===== config.mk =====
export PLATFORM = sky130hd
export DESIGN_NAME = flu_top
export DESIGN_NICKNAME = d
export VERILOG_FILES = /design/src/hdl/flu_pkg.sv /design/src/hdl/flu_alu.sv /design/src/hdl/flu_branch_unit.sv /design/src/hdl/flu_csr_buffer.sv /design/src/hdl/flu_mult.sv /design/src/hdl/flu_top.sv
export VERILOG_INCLUDE_DIRS = /design/src /design/src/hdl
export SDC_FILE = /design/constraint.sdc
export NUM_CORES = 2
export LEC_CHECK = 0
export ABC_AREA = 1
export BUFFER_PORTS_ARGS = -buffer_cell sky130_fd_sc_hd__clkbuf_2
export CAP_MARGIN = 10
export CORE_MARGIN = 5
export CORE_UTILIZATION = 65
export CTS_BUF_LIST = sky130_fd_sc_hd__clkbuf_4
export CTS_CLUSTER_SIZE = 25
export DETAILED_ROUTE_END_ITERATION = 7
export PLACE_DENSITY = 0.84
export SYNTH_ARGS = -nofsm -noshare
export SYNTH_HDL_FRONTEND = slang
export SYNTH_HIERARCHICAL = 1
export SYNTH_SLANG_ARGS = --single-unit

===== constraint.sdc =====
create_clock -name clk_i -period 8.7 [get_ports clk_i]
set_clock_uncertainty 0.1 [all_clocks]
set_input_delay 0.435 -clock clk_i [delete_from_list [all_inputs] [get_ports clk_i]]
set_output_delay 0.435 -clock clk_i [all_outputs]
set_load 0.01 [all_outputs]

===== src/hdl/flu_consts.svh =====
// Widths and operation group encodings for the RV32 fixed-latency unit
// FLU_RVC at 0 removes the 2-byte link step for compressed instructions
`ifndef FLU_CONSTS_SVH
`define FLU_CONSTS_SVH

// ------------------------------------------------------------
// Datapath widths
// ------------------------------------------------------------
// Data word and address width
`define FLU_XLEN 32

// Scoreboard tag width
`define FLU_TRANS_ID_BITS 3

// CSR address width, taken from the low bits of operand_b
`define FLU_CSR_ADDR_BITS 12

// Operation field width
`define FLU_OP_BITS 6

// Compressed instruction support
`define FLU_RVC 1

// ------------------------------------------------------------
// Operation group bases
// ------------------------------------------------------------
// Members of a group count up from the base
// ALU base stays at zero so a silenced operand bus decodes as ADD
`define FLU_OP_GRP_ALU    6'h00
`define FLU_OP_GRP_BRANCH 6'h10
`define FLU_OP_GRP_JUMP   6'h18
`define FLU_OP_GRP_MULT   6'h20
`define FLU_OP_GRP_CSR    6'h30

`endif


===== src/hdl/flu_pkg.sv =====
// Shared types of the fixed-latency unit
// Widths come from the constants header
`include "flu_consts.svh"

package flu_pkg;

    // ------------------------------------------------------------
    // Vector types
    // ------------------------------------------------------------
    typedef logic [`FLU_XLEN-1:0]          xlen_t;
    typedef logic [`FLU_TRANS_ID_BITS-1:0] trans_id_t;
    typedef logic [`FLU_CSR_ADDR_BITS-1:0] csr_addr_t;

    // ------------------------------------------------------------
    // Operations
    // ------------------------------------------------------------
    typedef enum logic [`FLU_OP_BITS-1:0] {
        // Integer ALU
        ADD = `FLU_OP_GRP_ALU, SUB, AND, OR, XOR, SLL, SRL, SRA, SLT, SLTU,
        // Branch compare, result goes to the branch unit
        EQ = `FLU_OP_GRP_BRANCH, NE, LTS, GES, LTU, GEU,
        // Unconditional jumps
        JAL = `FLU_OP_GRP_JUMP, JALR,
        // Multiplier
        MUL = `FLU_OP_GRP_MULT, MULH, MULHU, MULHSU,
        // CSR access through the single-entry buffer
        CSR_RW = `FLU_OP_GRP_CSR
    } fu_op_e;

    // ------------------------------------------------------------
    // Structs
    // ------------------------------------------------------------
    // Instruction as issued to the unit
    typedef struct packed {
        fu_op_e    operation;
        xlen_t     operand_a;
        xlen_t     operand_b;
        xlen_t     imm;
        trans_id_t trans_id;
    } fu_data_t;

    // Prediction made by the frontend
    typedef struct packed {
        logic  predict_taken;
        xlen_t predict_address;
    } branch_predict_t;

    // Resolution sent back to the frontend
    typedef struct packed {
        logic  valid;
        xlen_t pc;
        xlen_t target_address;
        logic  is_taken;
        logic  is_mispredict;
    } bp_resolve_t;

endpackage


===== src/hdl/flu_alu.sv =====
// Combinational integer ALU with branch comparator
// Shift amount is the low five bits of operand_b
`timescale 1ns/10ps
`include "flu_consts.svh"

module flu_alu (
    input  flu_pkg::fu_data_t fu_data_i,
    output flu_pkg::xlen_t    result_o,
    output logic              branch_res_o
);

    localparam int unsigned shamt_bits = $clog2(`FLU_XLEN);

    flu_pkg::xlen_t        operand_a;
    flu_pkg::xlen_t        operand_b;
    flu_pkg::xlen_t        operand_b_neg;
    flu_pkg::xlen_t        adder_result;
    logic                  adder_sub;
    logic                  adder_zero;
    logic                  cmp_signed;
    logic                  less;
    logic [shamt_bits-1:0] shamt;

    assign operand_a = fu_data_i.operand_a;
    assign operand_b = fu_data_i.operand_b;
    assign shamt     = operand_b[shamt_bits-1:0];

    // ------------------------------------------------------------
    // Adder, also used for the equality compares
    // ------------------------------------------------------------
    assign adder_sub     = fu_data_i.operation inside {flu_pkg::SUB, flu_pkg::EQ, flu_pkg::NE};
    assign operand_b_neg = adder_sub ? ~operand_b : operand_b;
    assign adder_result  = operand_a + operand_b_neg
                         + {{(`FLU_XLEN-1){1'b0}}, adder_sub};
    assign adder_zero    = (adder_result == '0);

    // Less-than on one extra bit, sign-extended only for signed compares
    assign cmp_signed = fu_data_i.operation inside {flu_pkg::SLT, flu_pkg::LTS, flu_pkg::GES};
    assign less = $signed({cmp_signed & operand_a[`FLU_XLEN-1], operand_a})
                < $signed({cmp_signed & operand_b[`FLU_XLEN-1], operand_b});

    // ------------------------------------------------------------
    // Result select
    // ------------------------------------------------------------
    always_comb begin
        result_o = '0;
        case (fu_data_i.operation)
            flu_pkg::ADD,
            flu_pkg::SUB:  result_o = adder_result;
            flu_pkg::AND:  result_o = operand_a & operand_b;
            flu_pkg::OR:   result_o = operand_a | operand_b;
            flu_pkg::XOR:  result_o = operand_a ^ operand_b;
            flu_pkg::SLL:  result_o = operand_a << shamt;
            flu_pkg::SRL:  result_o = operand_a >> shamt;
            flu_pkg::SRA:  result_o = $signed(operand_a) >>> shamt;
            flu_pkg::SLT,
            flu_pkg::SLTU: result_o = {{(`FLU_XLEN-1){1'b0}}, less};
            default:       result_o = '0;
        endcase
    end

    // Branch condition, jumps are taken in the branch unit regardless
    always_comb begin
        branch_res_o = 1'b0;
        case (fu_data_i.operation)
            flu_pkg::EQ:  branch_res_o = adder_zero;
            flu_pkg::NE:  branch_res_o = ~adder_zero;
            flu_pkg::LTS,
            flu_pkg::LTU: branch_res_o = less;
            flu_pkg::GES,
            flu_pkg::GEU: branch_res_o = ~less;
            default:      branch_res_o = 1'b0;
        endcase
    end

endmodule


===== src/hdl/flu_branch_unit.sv =====
// Branch target, link address and misprediction check
// Not-taken branches resolve with the link address as target
`timescale 1ns/10ps
`include "flu_consts.svh"

module flu_branch_unit (
    input  flu_pkg::fu_data_t        fu_data_i,
    input  flu_pkg::xlen_t           pc_i,
    input  logic                     is_compressed_instr_i,
    input  logic                     branch_valid_i,
    input  logic                     fu_valid_i,
    input  logic                     branch_comp_res_i,
    input  flu_pkg::branch_predict_t branch_predict_i,
    output flu_pkg::xlen_t           link_o,
    output flu_pkg::bp_resolve_t     resolved_branch_o,
    output logic                     resolve_branch_o
);

    localparam bit has_rvc = (`FLU_RVC != 0);

    flu_pkg::xlen_t link_step;
    flu_pkg::xlen_t next_pc;
    flu_pkg::xlen_t jump_base;
    flu_pkg::xlen_t jump_sum;
    flu_pkg::xlen_t target;
    logic           is_cond;
    logic           is_jalr;
    logic           is_jump;
    logic           taken;

    assign is_cond = fu_data_i.operation inside {flu_pkg::EQ, flu_pkg::NE, flu_pkg::LTS,
                                                 flu_pkg::GES, flu_pkg::LTU, flu_pkg::GEU};
    assign is_jalr = (fu_data_i.operation == flu_pkg::JALR);
    assign is_jump = fu_data_i.operation inside {flu_pkg::JAL, flu_pkg::JALR};

    // ------------------------------------------------------------
    // Link and target
    // ------------------------------------------------------------
    assign link_step = (has_rvc && is_compressed_instr_i) ? flu_pkg::xlen_t'(2)
                                                          : flu_pkg::xlen_t'(4);
    assign next_pc   = pc_i + link_step;
    assign link_o    = next_pc;

    // JALR is register relative with bit 0 forced low
    assign jump_base = is_jalr ? fu_data_i.operand_a : pc_i;
    assign jump_sum  = jump_base + fu_data_i.imm;
    assign target    = jump_sum & ~{{(`FLU_XLEN-1){1'b0}}, is_jalr};

    assign taken = is_jump | (is_cond & branch_comp_res_i);

    // ------------------------------------------------------------
    // Resolution
    // ------------------------------------------------------------
    always_comb begin
        resolved_branch_o    = '0;
        resolved_branch_o.pc = pc_i;
        resolve_branch_o     = 1'b0;
        if (branch_valid_i) begin
            resolved_branch_o.valid          = 1'b1;
            resolved_branch_o.is_taken       = taken;
            resolved_branch_o.target_address = taken ? target : next_pc;
            // Wrong direction, or right direction with a wrong address
            resolved_branch_o.is_mispredict  =
                (taken != branch_predict_i.predict_taken) ||
                (taken && (target != branch_predict_i.predict_address));
            resolve_branch_o = 1'b1;
        end else if (fu_valid_i && branch_predict_i.predict_taken) begin
            // Predicted taken on something that is no branch at all
            resolved_branch_o.valid          = 1'b1;
            resolved_branch_o.is_taken       = 1'b0;
            resolved_branch_o.target_address = next_pc;
            resolved_branch_o.is_mispredict  = 1'b1;
            resolve_branch_o = 1'b1;
        end
    end

endmodule


===== src/hdl/flu_csr_buffer.sv =====
// Single-entry CSR address buffer
// Blocks further issue until the held CSR op commits or is flushed
`timescale 1ns/10ps
`include "flu_consts.svh"

module flu_csr_buffer (
    input  logic               clk_i,
    input  logic               rst_ni,
    input  logic               flush_i,
    input  flu_pkg::fu_data_t  fu_data_i,
    input  logic               csr_valid_i,
    input  logic               csr_commit_i,
    output logic               csr_ready_o,
    output flu_pkg::xlen_t     csr_result_o,
    output flu_pkg::csr_addr_t csr_addr_o
);

    logic               csr_valid_q;
    flu_pkg::csr_addr_t csr_addr_q;

    // Operand goes straight through, the CSR file reads it again at retire
    assign csr_result_o = fu_data_i.operand_a;
    assign csr_addr_o   = csr_addr_q;
    assign csr_ready_o  = ~csr_valid_q;

    // Occupancy flag
    always_ff @(posedge clk_i or negedge rst_ni) begin
        if (!rst_ni) begin
            csr_valid_q <= 1'b0;
        end else if (flush_i) begin
            csr_valid_q <= 1'b0;
        end else if (csr_valid_i) begin
            csr_valid_q <= 1'b1;
        end else if (csr_commit_i) begin
            csr_valid_q <= 1'b0;
        end
    end

    // Address capture
    always_ff @(posedge clk_i) begin
        if (csr_valid_i) begin
            csr_addr_q <= fu_data_i.operand_b[`FLU_CSR_ADDR_BITS-1:0];
        end
    end

endmodule


===== src/hdl/flu_mult.sv =====
// One-cycle multiplier, result and tag registered
// Always ready, a new operation may enter while the last one leaves
`timescale 1ns/10ps
`include "flu_consts.svh"

module flu_mult (
    input  logic               clk_i,
    input  logic               rst_ni,
    input  logic               flush_i,
    input  logic               mult_valid_i,
    input  flu_pkg::fu_data_t  fu_data_i,
    output flu_pkg::xlen_t     result_o,
    output logic               mult_valid_o,
    output flu_pkg::trans_id_t mult_trans_id_o
);

    logic                          sign_a;
    logic                          sign_b;
    logic signed [`FLU_XLEN:0]     operand_a_ext;
    logic signed [`FLU_XLEN:0]     operand_b_ext;
    logic signed [2*`FLU_XLEN+1:0] product;
    flu_pkg::xlen_t                result_d;
    logic                          mult_valid_q;
    flu_pkg::xlen_t                result_q;
    flu_pkg::trans_id_t            trans_id_q;

    // ------------------------------------------------------------
    // Signed product on one extra bit per operand
    // ------------------------------------------------------------
    assign sign_a = fu_data_i.operation inside {flu_pkg::MULH, flu_pkg::MULHSU};
    assign sign_b = (fu_data_i.operation == flu_pkg::MULH);

    assign operand_a_ext = {sign_a & fu_data_i.operand_a[`FLU_XLEN-1], fu_data_i.operand_a};
    assign operand_b_ext = {sign_b & fu_data_i.operand_b[`FLU_XLEN-1], fu_data_i.operand_b};
    assign product       = operand_a_ext * operand_b_ext;

    // Low half for MUL, high half for the rest
    assign result_d = (fu_data_i.operation == flu_pkg::MUL) ? product[`FLU_XLEN-1:0]
                                                            : product[2*`FLU_XLEN-1:`FLU_XLEN];

    // ------------------------------------------------------------
    // Output stage
    // ------------------------------------------------------------
    always_ff @(posedge clk_i or negedge rst_ni) begin
        if (!rst_ni) begin
            mult_valid_q <= 1'b0;
        end else begin
            mult_valid_q <= mult_valid_i & ~flush_i;
        end
    end

    always_ff @(posedge clk_i) begin
        result_q   <= result_d;
        trans_id_q <= fu_data_i.trans_id;
    end

    assign result_o        = result_q;
    assign mult_valid_o    = mult_valid_q;
    assign mult_trans_id_o = trans_id_q;

endmodule


===== src/hdl/flu_top.sv =====
// Fixed-latency unit: ALU, branch unit, CSR buffer and multiplier
// Issuer keeps strobes one-hot and avoids the multiply write-back cycle
`timescale 1ns/10ps

module flu_top (
    input  logic                     clk_i,
    input  logic                     rst_ni,
    input  logic                     flush_i,
    input  flu_pkg::fu_data_t        fu_data_i,
    input  flu_pkg::xlen_t           pc_i,
    input  logic                     is_compressed_instr_i,
    input  flu_pkg::branch_predict_t branch_predict_i,
    input  logic                     alu_valid_i,
    input  logic                     branch_valid_i,
    input  logic                     csr_valid_i,
    input  logic                     mult_valid_i,
    input  logic                     csr_commit_i,
    output flu_pkg::xlen_t           flu_result_o,
    output flu_pkg::trans_id_t       flu_trans_id_o,
    output logic                     flu_valid_o,
    output logic                     flu_ready_o,
    output flu_pkg::bp_resolve_t     resolved_branch_o,
    output logic                     resolve_branch_o,
    output flu_pkg::csr_addr_t       csr_addr_o
);

    flu_pkg::fu_data_t  alu_data;
    flu_pkg::fu_data_t  mult_data;
    flu_pkg::xlen_t     alu_result;
    flu_pkg::xlen_t     link_result;
    flu_pkg::xlen_t     csr_result;
    flu_pkg::xlen_t     mult_result;
    flu_pkg::trans_id_t mult_trans_id;
    logic               alu_branch_res;
    logic               any_valid;
    logic               csr_ready;
    logic               mult_valid;

    // ------------------------------------------------------------
    // Operand silencing
    // ------------------------------------------------------------
    assign alu_data  = (alu_valid_i | branch_valid_i) ? fu_data_i : '0;
    assign mult_data = mult_valid_i ? fu_data_i : '0;

    // Branch unit watches every issue for a stray taken prediction
    assign any_valid = alu_valid_i | branch_valid_i | csr_valid_i | mult_valid_i;

    flu_alu u_alu (
        .fu_data_i    (alu_data),
        .result_o     (alu_result),
        .branch_res_o (alu_branch_res)
    );

    flu_branch_unit u_branch_unit (
        .fu_data_i             (fu_data_i),
        .pc_i                  (pc_i),
        .is_compressed_instr_i (is_compressed_instr_i),
        .branch_valid_i        (branch_valid_i),
        .fu_valid_i            (any_valid),
        .branch_comp_res_i     (alu_branch_res),
        .branch_predict_i      (branch_predict_i),
        .link_o                (link_result),
        .resolved_branch_o     (resolved_branch_o),
        .resolve_branch_o      (resolve_branch_o)
    );

    flu_csr_buffer u_csr_buffer (
        .clk_i        (clk_i),
        .rst_ni       (rst_ni),
        .flush_i      (flush_i),
        .fu_data_i    (fu_data_i),
        .csr_valid_i  (csr_valid_i),
        .csr_commit_i (csr_commit_i),
        .csr_ready_o  (csr_ready),
        .csr_result_o (csr_result),
        .csr_addr_o   (csr_addr_o)
    );

    flu_mult u_mult (
        .clk_i           (clk_i),
        .rst_ni          (rst_ni),
        .flush_i         (flush_i),
        .mult_valid_i    (mult_valid_i),
        .fu_data_i       (mult_data),
        .result_o        (mult_result),
        .mult_valid_o    (mult_valid),
        .mult_trans_id_o (mult_trans_id)
    );

    // ------------------------------------------------------------
    // Write-back
    // ------------------------------------------------------------
    assign flu_valid_o = alu_valid_i | branch_valid_i | csr_valid_i | mult_valid;
    assign flu_ready_o = csr_ready;

    // Link address unless a higher priority unit writes
    always_comb begin
        flu_result_o   = link_result;
        flu_trans_id_o = fu_data_i.trans_id;
        if (alu_valid_i) begin
            flu_result_o = alu_result;
        end else if (csr_valid_i) begin
            flu_result_o = csr_result;
        end else if (mult_valid) begin
            flu_result_o   = mult_result;
            flu_trans_id_o = mult_trans_id;
        end
    end

endmodule


==> flow_summary.ini <==
[run_status]
status = complete, no violations

[critical_path]
cp.depth = 32
end_kind = flip-flop
timing.critical_path.mode_cell = fa_1
required_ns = 9.04
cp_max_fo = 14
cp-start-kind = input pin
cp_slowest_cell = fa_1
critical_path_class = input pin to flip-flop
critical_path_buf_inv_count = 11
ff2ff_path_depth = 3
arrival_ns = 8.73
crit_family = adder cells
cpPeakStageDelay_ns = 0.76

[pwr]
pwr-share-clk = 0.016
pwr-share-seq = 0.040
intPower_uw = 3541
swShare = 0.6682
p_leak_uw = 0.03478
comb_power_share = 0.945
switchingPower_uw = 7132
peakVddDrop_uv = 275.2
powerDensity_mw_per_mm2 = 175.2

[drt]
route.met2.wl_mm = 100.9
drt_pass1_iterations = 7
drt_iter0_drc = 8141
wl_met3_mm = 31.24
routed.top_layer = met5
wl_met1_mm = 77.57
num_vias = 58490
ant_nets = 0
routed_via_density = 6.012
wire_per_inst_um = 23.93
routed_wl_mm = 232.8
drc = 0

[die]
die_y_um = 308.8
die_w_um = 308.8
boundaryPins = 296
initial_core_util = 0.6557
rows = 109
die-area_mm2 = 0.09536
core_area_mm2 = 0.08851

[layout]
final_cells = 9729
nets = 10240
layout-drive-gt1-share = 0.07760
area_growth_pct = 5.004
final_cell_area_mm2 = 0.06094

[sta]
final-setup-viol-count = 0
rsz0062_at_grt = false
tightest_slew_ns = 1.251
clock.fmax_mhz = 119.2
hold_viol = 0
maxSlewViolCount = 0
period_needed_ns = 8.388
slew-limit-headroom = 0.1649
fin_crit_sh = 0.9642
hold_slack_ns = 0.04581

[global_routing]
grt_max_degree = 67
grt_pass1_wl_mm = 348.5
grt.total_usage = 0.4840
grt_pass1_vias = 59600
grt_remaining_overflow = 0
antenna_found_initial = 9

[synthesis]
syn_area_mm2 = 0.05803
synthesis.nets = 10190
netlist_instances = 8505
yosys_warnings = 6
avgSynthCellArea_um2 = 6.824

[place]
place_inst = 9705
placed_cell_area_mm2 = 0.06075
hpwl_mm = 193.3
gp_congestion = 1.140
portBuffers = 295

[cts]
root_buffer = clkbuf_4
numClockSinks = 49
cts_tree = done
insertion_delay_ns = 0.55
numCtsBuffers = 5
clk_pin_slew_ns = 0.24
cts_buffer_depth = 2
htree_levels = 2

[job]
max_cap_viol_count = 0

[hold_path]
hold_path_class = input pin to asynchronous set/reset pin
final timing paths:
path                                           from                         end  slack, ns
min reg2reg                u_csr_buffer/csr_valid_q    u_csr_buffer/csr_valid_q       1.00
max reg2reg                u_csr_buffer/csr_valid_q    u_csr_buffer/csr_valid_q       7.42
max                                    mult_valid_i         u_mult/result_o[17]       0.31
min                                          rst_ni         u_mult/mult_valid_o       0.05
max in group asynchronous                    rst_ni    u_csr_buffer/csr_valid_q       8.36
min in group clk_i                    fu_data_i[42]  u_csr_buffer/csr_addr_o[7]       0.07
cell type report:
type                            count  area (µm²)
Antenna cell                        7       17.52
Clock buffer                        5       37.54
Clock inverter                      3       28.78
Fill cell                        7257       27570
Inverter                         2207        8288
Multi-Input combinational cell   5797       46590
Sequential cell                    49        1111
Tap cell                         1165        1458
Timing Repair Buffer              496        3403
timing repair:
action	in CTS	in global routing
setup buffers	0	2
gates resized for setup	0	2
setup endpoints to repair	0	3
endpoints found under the hold margin	8	0
hold buffers	7	0
per-layer routing:
| metal | GRT usage | up-vias |
|---|---|---|
| met5 | 0 | - |
| met4 | 0.3560 | 6 |
| li1 | - | 24810 |
| met3 | 0.1397 | 1502 |
| met2 | 0.7501 | 4844 |
| met1 | 0.5784 | 27330 |
registers in the layout, summed over array words and instances, names as in the netlist:
name                      cells
u_mult/result_o              32
u_mult/mult_valid_o           1
u_mult/mult_trans_id_o        3
u_csr_buffer/csr_addr_o      12
u_csr_buffer/csr_valid_q      1
cell usage in the layout, fill, tap and decap left out, types with 10 or more instances in the layout:
cell,instances
nor3_1,37
nor2_1,449
o211ai_1,17
a21oi_2,10
a221oi_1,14
ha_1,379
a211oi_1,11
a31oi_1,13
inv_2,33
fa_1,1128
nand3_1,274
dfxtp_1,35
nand4_1,41
nand2_1,2493
o22ai_1,21
o21bai_1,19
o21ai_0,224
nor2_2,27
clkbuf_2,295
nor2_4,14
o21ai_1,81
or2_2,13
nand3b_1,37
mux2i_1,15
a21oi_1,242
o2111ai_1,18
nand2_2,30
nand3_2,13
xnor2_1,11
xor2_1,67
edfxtp_1,12
inv_1,2171
buf_12,32
buf_4,162
o21a_1,15
through the flow:
| step | setup TNS (ns) | total power [µW] | util | setup WS [ns] |
|---|---|---|---|---|
| 4_1_cts | 0 | 10200 | 0.6879 | 0.5374 |
| 6_report | 0 | 10670 | 0.6885 | 0.3118 |
| 3_3_place_gp | 0 | 9777 | 0.6864 | 0.08526 |
| 2_1_floorplan | 0 | 6066 | - | 0.1800 |
| 5_1_grt | 0 | 11250 | 0.6883 | 0.03024 |
| 3_5_place_dp | -0.1256 | 9994 | 0.6864 | -0.06291 |
power groups by stage:
stage	logic [µW]	registers (µW)	clock network, µW
2_1_floorplan	5690	373	0
6_report	10100	423	166
3_3_place_gp	9350	424	0
4_1_cts	9610	417	170
5_1_grt	10700	424	170
3_5_place_dp	9570	423	0
No activity file was read; power rests on OpenSTA's default activity.
